[config.mk]
export PLATFORM = sky130hd
export DESIGN_NAME = disp_top
export DESIGN_NICKNAME = d
export VERILOG_FILES = /design/src/design/disp_pkg.sv /design/src/design/dev_cmd_regs.sv /design/src/design/pwm_lite.sv /design/src/design/disp_timing_gen.sv /design/src/design/lcd_out_stage.sv /design/src/design/vsync_frame_counter.sv /design/src/design/disp_top.sv
export VERILOG_INCLUDE_DIRS = /design/src /design/src/design
export SDC_FILE = /design/constraint.sdc
export NUM_CORES = 1
export LEC_CHECK = 0
export ABC_AREA = 1
export BUFFER_PORTS_ARGS = -buffer_cell sky130_fd_sc_hd__buf_2
export CORE_MARGIN = 2
export CORE_UTILIZATION = 40
export DETAILED_ROUTE_END_ITERATION = 10
export HOLD_SLACK_MARGIN = 0.02
export SLEW_MARGIN = 25
export SYNTH_ARGS = -nofsm -noshare
export SYNTH_HDL_FRONTEND = slang
export SYNTH_SLANG_ARGS = --single-unit
[constraint.sdc]
create_clock -name clk_sys -period 4 [get_ports clk_sys]
set_input_delay 0.6 -clock clk_sys [delete_from_list [all_inputs] [get_ports clk_sys]]
set_output_delay 0.6 -clock clk_sys [all_outputs]
set_load 0.01 [all_outputs]
[src/design/disp_macros.svh]
`ifndef DISP_MACROS_SVH
`define DISP_MACROS_SVH

////////////////////////////////////////////////////////////////////////////
// Display timing

// Horizontal, in clocks
`define H_ACTIVE     32
`define H_FRONT      4
`define H_SYNC       4
`define H_BACK       4
`define H_TOTAL      44

// Vertical, in lines
`define V_ACTIVE     16
`define V_FRONT      2
`define V_SYNC       2
`define V_BACK       2
`define V_TOTAL      22

////////////////////////////////////////////////////////////////////////////
// Widths and reset values

`define PWM_BITS     7      // Backlight counter and duty width
`define PWM_RESET    8'd64  // Half duty, normal polarity
`define WIN_W_RESET  12'd16
`define WIN_H_RESET  12'd8

////////////////////////////////////////////////////////////////////////////
// Device command map

`define IDX_FLASH    8'h00
`define IDX_PWM      8'h01
`define IDX_WIN      8'h02
`define IDX_FRAME    8'h03  // Read only
`define CMD_WIN_W    8'h00  // Under IDX_WIN
`define CMD_WIN_H    8'h01

`endif

[src/design/disp_pkg.sv]
package disp_pkg;

	////////////////////////////////////////////////////////////////////////////
	// Device command bus

	// Index or command byte
	typedef logic [7:0] dev_byte_t;

	// Write and read data
	typedef logic [31:0] dev_word_t;

	////////////////////////////////////////////////////////////////////////////
	// Display path

	// Pixel coordinate, also used for window size
	typedef logic [11:0] coord_t;

	// Backlight duty, 0 to 127
	typedef logic [6:0] pwm_duty_t;

	// One pixel, red on top
	typedef struct packed {
		logic [7:0] r;  // Bits 23..16
		logic [7:0] g;  // Bits 15..8
		logic [7:0] b;  // Bits 7..0
	} rgb_t;

	// Camera frames seen, wraps at 16
	typedef logic [3:0] frame_cnt_t;

endpackage

[src/design/dev_cmd_regs.sv]
`include "disp_macros.svh"

module dev_cmd_regs
	import disp_pkg::*;
(
	input  logic       clk_sys,
	input  logic       w_pll_lock,    // Async, active low
	input  dev_byte_t  dev_index_i,
	input  dev_byte_t  dev_cmd_i,
	input  dev_word_t  dev_wdata_i,
	input  logic       dev_wvalid_i,  // Single cycle write strobe
	input  logic       dev_rvalid_i,  // Single cycle read strobe
	input  frame_cnt_t frame_cnt_i,
	output dev_word_t  dev_rdata_o,
	output logic       flash_en_o,
	output pwm_duty_t  pwm_duty_o,
	output logic       pwm_pol_o,
	output coord_t     win_w_o,
	output coord_t     win_h_o
);

	// Address decode, shared by writes and reads
	logic       sel_flash;
	logic       sel_pwm;
	logic       sel_win_w;
	logic       sel_win_h;
	logic       sel_frame;
	logic [7:0] pwm_reg;         // [6:0] duty, [7] polarity
	coord_t     win_w_clamp;
	coord_t     win_h_clamp;
	dev_word_t  rd_mux;

	assign sel_flash = (dev_index_i == `IDX_FLASH) && (dev_cmd_i == 8'h00);
	assign sel_pwm   = (dev_index_i == `IDX_PWM)   && (dev_cmd_i == 8'h00);
	assign sel_win_w = (dev_index_i == `IDX_WIN)   && (dev_cmd_i == `CMD_WIN_W);
	assign sel_win_h = (dev_index_i == `IDX_WIN)   && (dev_cmd_i == `CMD_WIN_H);
	assign sel_frame = (dev_index_i == `IDX_FRAME) && (dev_cmd_i == 8'h00);

	// Window can never be larger than the active area
	// Full 32 bit compare so huge values clamp too
	assign win_w_clamp = (dev_wdata_i > `H_ACTIVE) ? coord_t'(`H_ACTIVE) : dev_wdata_i[11:0];
	assign win_h_clamp = (dev_wdata_i > `V_ACTIVE) ? coord_t'(`V_ACTIVE) : dev_wdata_i[11:0];

	////////////////////////////////////////////////////////////////////////////
	// Control registers

	always_ff @(posedge clk_sys or negedge w_pll_lock) begin
		if (!w_pll_lock) begin
			flash_en_o <= 1'b0;
			pwm_reg    <= `PWM_RESET;
			win_w_o    <= `WIN_W_RESET;
			win_h_o    <= `WIN_H_RESET;
		end else if (dev_wvalid_i) begin
			if (sel_flash)
				flash_en_o <= dev_wdata_i[0];    // Only bit 0 counts
			if (sel_pwm)
				pwm_reg <= dev_wdata_i[7:0];
			if (sel_win_w)
				win_w_o <= win_w_clamp;
			if (sel_win_h)
				win_h_o <= win_h_clamp;
		end
	end

	assign pwm_duty_o = pwm_reg[`PWM_BITS-1:0];
	assign pwm_pol_o  = pwm_reg[`PWM_BITS];

	////////////////////////////////////////////////////////////////////////////
	// Readback

	// Unmapped pairs fall through to zero
	always_comb begin
		rd_mux = '0;
		if (sel_flash)
			rd_mux = {31'd0, flash_en_o};
		else if (sel_pwm)
			rd_mux = {24'd0, pwm_reg};
		else if (sel_win_w)
			rd_mux = {20'd0, win_w_o};
		else if (sel_win_h)
			rd_mux = {20'd0, win_h_o};
		else if (sel_frame)
			rd_mux = {28'd0, frame_cnt_i};  // Live count, not latched
	end

	// Data shows one cycle after the strobe, then holds
	always_ff @(posedge clk_sys or negedge w_pll_lock) begin
		if (!w_pll_lock)
			dev_rdata_o <= '0;
		else if (dev_rvalid_i)
			dev_rdata_o <= rd_mux;
	end

endmodule

[src/design/pwm_lite.sv]
`include "disp_macros.svh"

module pwm_lite
	import disp_pkg::*;
(
	input  logic      clk_sys,
	input  logic      w_pll_lock,
	input  pwm_duty_t duty_i,      // High cycles per 128
	input  logic      pol_i,       // 1 inverts the output
	output logic      pwm_o
);

	logic [`PWM_BITS-1:0] pwm_cnt;  // Free running, wraps at 128
	logic                 pwm_raw;

	always_ff @(posedge clk_sys or negedge w_pll_lock) begin
		if (!w_pll_lock)
			pwm_cnt <= '0;
		else
			pwm_cnt <= pwm_cnt + 1'b1;
	end

	// Compare then flip on polarity
	assign pwm_raw = (pwm_cnt < duty_i) ^ pol_i;

	// Registered so the backlight pin is glitch free
	// One cycle late, duty per period unchanged
	always_ff @(posedge clk_sys or negedge w_pll_lock) begin
		if (!w_pll_lock)
			pwm_o <= 1'b0;
		else
			pwm_o <= pwm_raw;
	end

endmodule

[src/design/disp_timing_gen.sv]
`include "disp_macros.svh"

module disp_timing_gen
	import disp_pkg::*;
(
	input  logic   clk_sys,
	input  logic   w_pll_lock,
	output logic   hs_o,       // Active high
	output logic   vs_o,       // Active high, whole lines
	output logic   de_o,
	output coord_t xpos_o,
	output coord_t ypos_o
);

	// Sync windows, start inclusive and end exclusive
	localparam int HS_START = `H_ACTIVE + `H_FRONT;
	localparam int HS_END   = HS_START + `H_SYNC;
	localparam int VS_START = `V_ACTIVE + `V_FRONT;
	localparam int VS_END   = VS_START + `V_SYNC;

	coord_t h_cnt;
	coord_t v_cnt;
	logic   h_last;   // Last clock of the line
	logic   v_last;   // Last line of the frame

	assign h_last = (h_cnt == coord_t'(`H_TOTAL - 1));
	assign v_last = (v_cnt == coord_t'(`V_TOTAL - 1));

	////////////////////////////////////////////////////////////////////////////
	// Counters

	always_ff @(posedge clk_sys or negedge w_pll_lock) begin
		if (!w_pll_lock) begin
			h_cnt <= '0;
			v_cnt <= '0;
		end else begin
			if (h_last)
				h_cnt <= '0;
			else
				h_cnt <= h_cnt + 1'b1;

			// Line advance on horizontal wrap
			if (h_last) begin
				if (v_last)
					v_cnt <= '0;
				else
					v_cnt <= v_cnt + 1'b1;
			end
		end
	end

	////////////////////////////////////////////////////////////////////////////
	// Region decode

	// Straight off the counter registers, the output stage adds the flop
	assign de_o = (h_cnt < `H_ACTIVE) && (v_cnt < `V_ACTIVE);
	assign hs_o = (h_cnt >= HS_START) && (h_cnt < HS_END);
	assign vs_o = (v_cnt >= VS_START) && (v_cnt < VS_END);

	assign xpos_o = h_cnt;
	assign ypos_o = v_cnt;

endmodule

[src/design/lcd_out_stage.sv]
`include "disp_macros.svh"

module lcd_out_stage
	import disp_pkg::*;
(
	input  logic       clk_sys,
	input  logic       w_pll_lock,
	input  logic       hs_i,
	input  logic       vs_i,
	input  logic       de_i,
	input  coord_t     xpos_i,
	input  coord_t     ypos_i,
	input  coord_t     win_w_i,       // Clamped to H_ACTIVE upstream
	input  coord_t     win_h_i,       // Clamped to V_ACTIVE upstream
	input  logic       flash_en_i,    // Pins go to the SPI burner
	input  rgb_t       pixel_i,
	input  logic [3:0] spi_dq_i,
	input  logic [3:0] spi_dq_oe_i,
	output logic       hs_o,
	output logic       vs_o,
	output logic       de_o,
	output rgb_t       rgb_o,
	output rgb_t       rgb_oe_o
);

	localparam int X_MID = `H_ACTIVE / 2;
	localparam int Y_MID = `V_ACTIVE / 2;

	coord_t      half_w;
	coord_t      half_h;
	logic [12:0] x_sum;    // xpos plus half width
	logic [12:0] x_end;    // One past the right edge
	logic [12:0] y_sum;
	logic [12:0] y_end;
	logic        in_win;
	rgb_t        pix_mux;
	rgb_t        oe_mux;

	////////////////////////////////////////////////////////////////////////////
	// Centred window test

	assign half_w = win_w_i >> 1;
	assign half_h = win_h_i >> 1;

	// Left bound moved across, avoids underflow of MID - half
	assign x_sum = {1'b0, xpos_i} + {1'b0, half_w};
	assign x_end = 13'(X_MID) + {1'b0, half_w};
	assign y_sum = {1'b0, ypos_i} + {1'b0, half_h};
	assign y_end = 13'(Y_MID) + {1'b0, half_h};

	// Blanking coordinates always land outside
	assign in_win = (x_sum >= 13'(X_MID)) && ({1'b0, xpos_i} < x_end) &&
	                (y_sum >= 13'(Y_MID)) && ({1'b0, ypos_i} < y_end);

	////////////////////////////////////////////////////////////////////////////
	// Pin mux

	always_comb begin
		if (flash_en_i) begin
			// Quad SPI lanes on G[1:0] and B[3:2]
			pix_mux.r = 8'h00;
			pix_mux.g = {6'd0, spi_dq_i[1:0]};
			pix_mux.b = {4'd0, spi_dq_i[3:2], 2'd0};
			oe_mux.r  = 8'h00;
			oe_mux.g  = {6'd0, spi_dq_oe_i[1:0]};
			oe_mux.b  = {4'd0, spi_dq_oe_i[3:2], 2'd0};
		end else begin
			pix_mux = in_win ? pixel_i : '0;  // Black outside
			oe_mux  = '1;                     // Panel drives all pins
		end
	end

	////////////////////////////////////////////////////////////////////////////
	// Output register, one cycle

	always_ff @(posedge clk_sys or negedge w_pll_lock) begin
		if (!w_pll_lock) begin
			hs_o     <= 1'b0;
			vs_o     <= 1'b0;
			de_o     <= 1'b0;
			rgb_o    <= '0;
			rgb_oe_o <= '1;    // Normal mode pins
		end else begin
			hs_o     <= hs_i;
			vs_o     <= vs_i;
			de_o     <= de_i;
			rgb_o    <= pix_mux;
			rgb_oe_o <= oe_mux;
		end
	end

endmodule

[src/design/vsync_frame_counter.sv]
`include "disp_macros.svh"

module vsync_frame_counter
	import disp_pkg::*;
(
	input  logic       clk_sys,
	input  logic       w_pll_lock,
	input  logic       vsync_i,      // Camera vsync, slow level
	output frame_cnt_t frame_cnt_o
);

	logic [1:0] vs_hist;   // [0] newest sample
	logic       vs_rise;

	// Older low, newer high
	assign vs_rise = (vs_hist == 2'b01);

	always_ff @(posedge clk_sys or negedge w_pll_lock) begin
		if (!w_pll_lock) begin
			vs_hist     <= 2'b00;
			frame_cnt_o <= '0;
		end else begin
			vs_hist <= {vs_hist[0], vsync_i};
			if (vs_rise)
				frame_cnt_o <= frame_cnt_o + 1'b1;  // Wraps at 16
		end
	end

endmodule

[src/design/disp_top.sv]
`include "disp_macros.svh"

module disp_top
	import disp_pkg::*;
(
	input  logic       clk_sys,
	input  logic       w_pll_lock,     // PLL lock, async reset for all
	input  dev_byte_t  dev_index_i,
	input  dev_byte_t  dev_cmd_i,
	input  dev_word_t  dev_wdata_i,
	input  logic       dev_wvalid_i,
	input  logic       dev_rvalid_i,
	input  rgb_t       pixel_i,        // Pixel for the current coordinate
	input  logic [3:0] spi_dq_i,
	input  logic [3:0] spi_dq_oe_i,
	input  logic       cmos_vsync_i,
	output dev_word_t  dev_rdata_o,
	output logic       de_o,
	output logic       hs_o,
	output logic       vs_o,
	output rgb_t       rgb_o,
	output rgb_t       rgb_oe_o,
	output logic       pwm_o,          // Panel backlight
	output logic       led_frame_o
);

	logic       flash_en;
	pwm_duty_t  pwm_duty;
	logic       pwm_pol;
	coord_t     win_w;
	coord_t     win_h;
	frame_cnt_t frame_cnt;
	logic       tg_hs;
	logic       tg_vs;
	logic       tg_de;
	coord_t     tg_xpos;
	coord_t     tg_ypos;

	////////////////////////////////////////////////////////////////////////////
	// Device registers and backlight

	dev_cmd_regs u_dev_cmd_regs (
		.clk_sys      (clk_sys),
		.w_pll_lock   (w_pll_lock),
		.dev_index_i  (dev_index_i),
		.dev_cmd_i    (dev_cmd_i),
		.dev_wdata_i  (dev_wdata_i),
		.dev_wvalid_i (dev_wvalid_i),
		.dev_rvalid_i (dev_rvalid_i),
		.frame_cnt_i  (frame_cnt),
		.dev_rdata_o  (dev_rdata_o),
		.flash_en_o   (flash_en),
		.pwm_duty_o   (pwm_duty),
		.pwm_pol_o    (pwm_pol),
		.win_w_o      (win_w),
		.win_h_o      (win_h)
	);

	pwm_lite u_pwm_lite (
		.clk_sys    (clk_sys),
		.w_pll_lock (w_pll_lock),
		.duty_i     (pwm_duty),
		.pol_i      (pwm_pol),
		.pwm_o      (pwm_o)
	);

	////////////////////////////////////////////////////////////////////////////
	// LCD path

	disp_timing_gen u_disp_timing_gen (
		.clk_sys    (clk_sys),
		.w_pll_lock (w_pll_lock),
		.hs_o       (tg_hs),
		.vs_o       (tg_vs),
		.de_o       (tg_de),
		.xpos_o     (tg_xpos),
		.ypos_o     (tg_ypos)
	);

	lcd_out_stage u_lcd_out_stage (
		.clk_sys     (clk_sys),
		.w_pll_lock  (w_pll_lock),
		.hs_i        (tg_hs),
		.vs_i        (tg_vs),
		.de_i        (tg_de),
		.xpos_i      (tg_xpos),
		.ypos_i      (tg_ypos),
		.win_w_i     (win_w),
		.win_h_i     (win_h),
		.flash_en_i  (flash_en),
		.pixel_i     (pixel_i),
		.spi_dq_i    (spi_dq_i),
		.spi_dq_oe_i (spi_dq_oe_i),
		.hs_o        (hs_o),
		.vs_o        (vs_o),
		.de_o        (de_o),
		.rgb_o       (rgb_o),
		.rgb_oe_o    (rgb_oe_o)
	);

	////////////////////////////////////////////////////////////////////////////
	// Camera frame LED

	vsync_frame_counter u_vsync_frame_counter (
		.clk_sys     (clk_sys),
		.w_pll_lock  (w_pll_lock),
		.vsync_i     (cmos_vsync_i),
		.frame_cnt_o (frame_cnt)
	);

	assign led_frame_o = frame_cnt[3];  // Toggles every 8 frames

endmodule

==> flow_metrics.env <==
export IMPL_outcome="complete, no violations"
export IMPL_clockPowerShare=0.544
export IMPL_firstDrtPassIters=5
export IMPL_place_worst_setup_slack_ns=0.9732
export IMPL_regMostFlops="u_lcd_out_stage.rgb_o"
export IMPL_arrival_ns=3.37
export IMPL_use_met3=0.03872
export IMPL_reg2reg_depth=13
export IMPL_critPathBufInv=1
export IMPL_cp_top_family="simple AND/OR/NAND/NOR gates"
export IMPL_grtUsageMet2=0.3019
export IMPL_netlist_area_mm2=0.007485
export IMPL_grt_first_pass_wirelength_um=29950
export IMPL_numCtsBuffers=17
export IMPL_drt_wl_total_um=18590
export IMPL_antenna_found_initial=0
export IMPL_fillers=1819
export IMPL_crit_fanout=20
export IMPL_setup_tns_final_ns=0
export IMPL_synth_seq_area_share=0.3858
export IMPL_io_buffers=149
export IMPL_cp_num_cells=13
export IMPL_power_density_mw_per_mm2=333.5
export IMPL_ys_ff_latch=115
export IMPL_cts_resized=0
export IMPL_finalPower_uw=2967
export IMPL_crit_chain="inv_1, nor3_1, nand3_1, nor2_1, nand2_1, ha_1, nand3_1, nand2_1, nor4_1, nand2_1, nor2_1, nand3_2, nor2_1"
export IMPL_top_usage_layer="met2"
export IMPL_dieArea_mm2=0.01982
export IMPL_clkTransAtPathRegs_ns=0.06
export IMPL_area_growth_pct=18.87
export IMPL_p_seq_frac=0.408
export IMPL_pin_count=170
export IMPL_viasPerCell=4.740
export IMPL_post_cts_buffers=0
export IMPL_grt_ovfl_total=0
export IMPL_fin_worst_skew_ns=0.007158
export IMPL_setup_viol=0
export IMPL_synth_cell_type_count=48
export IMPL_layout_setup_ws_ns=0.9679
export IMPL_yosys_area_top_type_share=0.3577
export IMPL_yosysTopAreaCell="dfrtp_1"
export IMPL_swShare=0.2355
export IMPL_register_area_mm2=0.002888
export IMPL_clkLatencyLatePin_ns=0.43
export IMPL_gp_congestion=0.8684
export IMPL_max_freq_mhz=329.8
export IMPL_antenna_cells=0
export IMPL_drt_wirelength_per_cell_um=13.62
export IMPL_num_rows=50
export IMPL_num_vias=6470
export IMPL_synth_flop_cell="dfrtp_1"
export IMPL_regToRegSetupSlack_ns=0.97
export IMPL_required_ns=4.34
export IMPL_cp_endpoint="u_lcd_out_stage.rgb_o[20]"
export IMPL_hold_path_class="in -> async"
export IMPL_min_period_over_period=0.7580
export IMPL_synthCells=978
export IMPL_die_w_um=140.8
export IMPL_p_int_uw=2268
export IMPL_ir_drop_uv=270.7
export IMPL_multi_input_area_mm2=0.003724
export IMPL_stdcell_area_mm2=0.008897
export IMPL_cts_buffer_depth=2
export IMPL_nets=1263
export IMPL_ant_nets=0
export IMPL_clock_sinks=115
export IMPL_slew_headroom=0.4363
export IMPL_p_switching_uw=698.8
export IMPL_slowest_stage="nand3_2"
export IMPL_tightest_slew_ns=0.8347
export IMPL_die_h_um=140.8
export IMPL_hold_buffers=0
export IMPL_async_flop_share=1.000
export IMPL_r2r_end="u_lcd_out_stage.rgb_o[20]"
export IMPL_grt_usage=0.1929
export IMPL_clock_tree_root_cell="clkbuf_16"
export IMPL_drive_gt1_frac=0.2042
export IMPL_core_mm2=0.01852
export IMPL_grt_max_degree=63
export IMPL_synth_edf_count=0
export IMPL_drc=0
export IMPL_final_max_slew_viol_count=0
export IMPL_initial_utilization=0.4042
export IMPL_synth_area_top_cells="dfrtp_1 36%, nand2_1 12%, ha_1 9.7%"
export IMPL_avgSynthCellArea_um2=7.653
export IMPL_h_tree_depth=4
export IMPL_grt_pass1_vias=5998
export IMPL_period_minus_slack_ns=3.032
export IMPL_ys_warn_count=0
export IMPL_startpoint="u_dev_cmd_regs.win_w_o[7]"
export IMPL_place_area_mm2=0.008273
export IMPL_power_leakage_uw=0.004909
export IMPL_drv_cap=0
export IMPL_comb_power_share=0.048
export IMPL_dp_hpwl_um=14620
export IMPL_cp_end_kind="flop"
export IMPL_tritoncts="built"
export IMPL_fin_cells=1365
export IMPL_criticalPathCategory="reg -> reg"
export IMPL_critical_path_max_stage_delay_ns=0.49
export IMPL_drt_initial_drc_count=392
export IMPL_largest_register_ffs=24
export IMPL_critical_path_startpoint_type="flop"
export IMPL_rr_startpoint="u_dev_cmd_regs.win_w_o[7]"
export IMPL_hold_viol=0
export IMPL_rsz0062_at_grt="false"
export IMPL_use_met1=0.2618
export IMPL_dp_cells=1333
[worst min path at each step]
| stage | start | to | slack, ns | depth (start not counted) |
|---|---|---|---|---|
| 3_5_place_dp | u_vsync_frame_counter.vs_hist[0] | u_vsync_frame_counter.vs_hist[1] | 0.37 | 0 |
| 5_1_grt | cmos_vsync_i | u_vsync_frame_counter.vs_hist[0] | 0.26 | 1 |
| 4_1_cts | w_pll_lock | u_lcd_out_stage.vs_o | 0.23 | 1 |
| 2_1_floorplan | w_pll_lock | u_dev_cmd_regs.dev_rdata_o[0] | 0.30 | 0 |
| 3_3_place_gp | u_vsync_frame_counter.vs_hist[0] | u_vsync_frame_counter.vs_hist[1] | 0.36 | 0 |
| 6_report | w_pll_lock | u_lcd_out_stage.vs_o | 0.21 | 1 |
[worst register-to-register path, delay by kind of cell, from the launching register on]
kind                       cells  cell delay [ns]
and+or+nand+nor               11             2.15
DFF                            1             0.41
adders and majority gates      1             0.30
buffers and inverters          1             0.08
[per-stage QoR]
step             util  hold slack (ns)
2_1_floorplan       -           0.3044
3_3_place_gp   0.4468           0.3593
3_5_place_dp   0.4468           0.3694
4_1_cts        0.4805           0.2348
5_1_grt        0.4805           0.2645
6_report       0.4805           0.2078
[cells by family after synthesis]
group / count (synthesis) / synth area share
simple gates: 469 / 0.2785
buf+inv: 207 / 0.1262
flops: 115 / 0.3858
compound gates: 94 / 0.06821
fa+ha+maj: 60 / 0.1023
xor+xnor: 29 / 0.03394
mux: 3 / 0.004513
other cells: 1 / 0.0005010
[metal layers]
| layer | share of wire | routed length, um |
|---|---|---|
| met5 | 0 | 0 |
| met4 | 0.026 | 489 |
| met3 | 0.054 | 1006 |
| met2 | 0.45 | 8398 |
| met1 | 0.47 | 8699 |
[final cells by class]
class | count | area share
clock buffer | 19 | 0.05091
clock inverter | 13 | 0.01927
inverter | 158 | 0.06666
multi-input combinational | 675 | 0.4185
sequential | 115 | 0.3246
tap | 234 | 0.03291
timing repair buffer | 151 | 0.08719
[cells in the mapped netlist, types with 5 or more instances]
library cell,count
o21ai_1,12
o21ai_0,29
nor4_1,5
dfstp_2,8
nand4_1,21
or2_2,5
nand3_1,48
nor2_2,13
xnor2_1,8
a21oi_1,37
xor2_1,21
nor3_1,19
clkbuf_1,5
nor2_1,90
nand2_1,246
o211ai_1,5
ha_1,58
buf_4,40
dfrtp_1,107
inv_1,154
[power by group through the flow]
stage | Clock, uW | Sequential [uW] | Combinational [uW]
2_1_floorplan | 0 | 1230 | 71.2
3_3_place_gp | 0 | 1230 | 143
3_5_place_dp | 0 | 1230 | 145
4_1_cts | 1640 | 1210 | 145
5_1_grt | 1700 | 1210 | 164
6_report | 1610 | 1210 | 142
[cell usage in the layout, fill, tap and decap left out, types with 8 or more instances in the layout]
| master | synthesis | layout |
|---|---|---|
| xor2_1 | 21 | 21 |
| dfrtp_1 | 107 | 107 |
| a21oi_1 | 37 | 37 |
| nand4_1 | 21 | 21 |
| o21ai_0 | 29 | 29 |
| clkbuf_16 | 0 | 17 |
| nor2_1 | 90 | 90 |
| nand2_1 | 246 | 246 |
| dfstp_2 | 8 | 8 |
| ha_1 | 58 | 58 |
| nand3_1 | 48 | 48 |
| conb_1 | 1 | 20 |
| xnor2_1 | 8 | 8 |
| inv_1 | 154 | 154 |
| o21ai_1 | 12 | 12 |
| buf_2 | 1 | 148 |
| nor2_2 | 13 | 13 |
| nor3_1 | 19 | 19 |
Note: power is estimated with default switching activity, not from simulation.
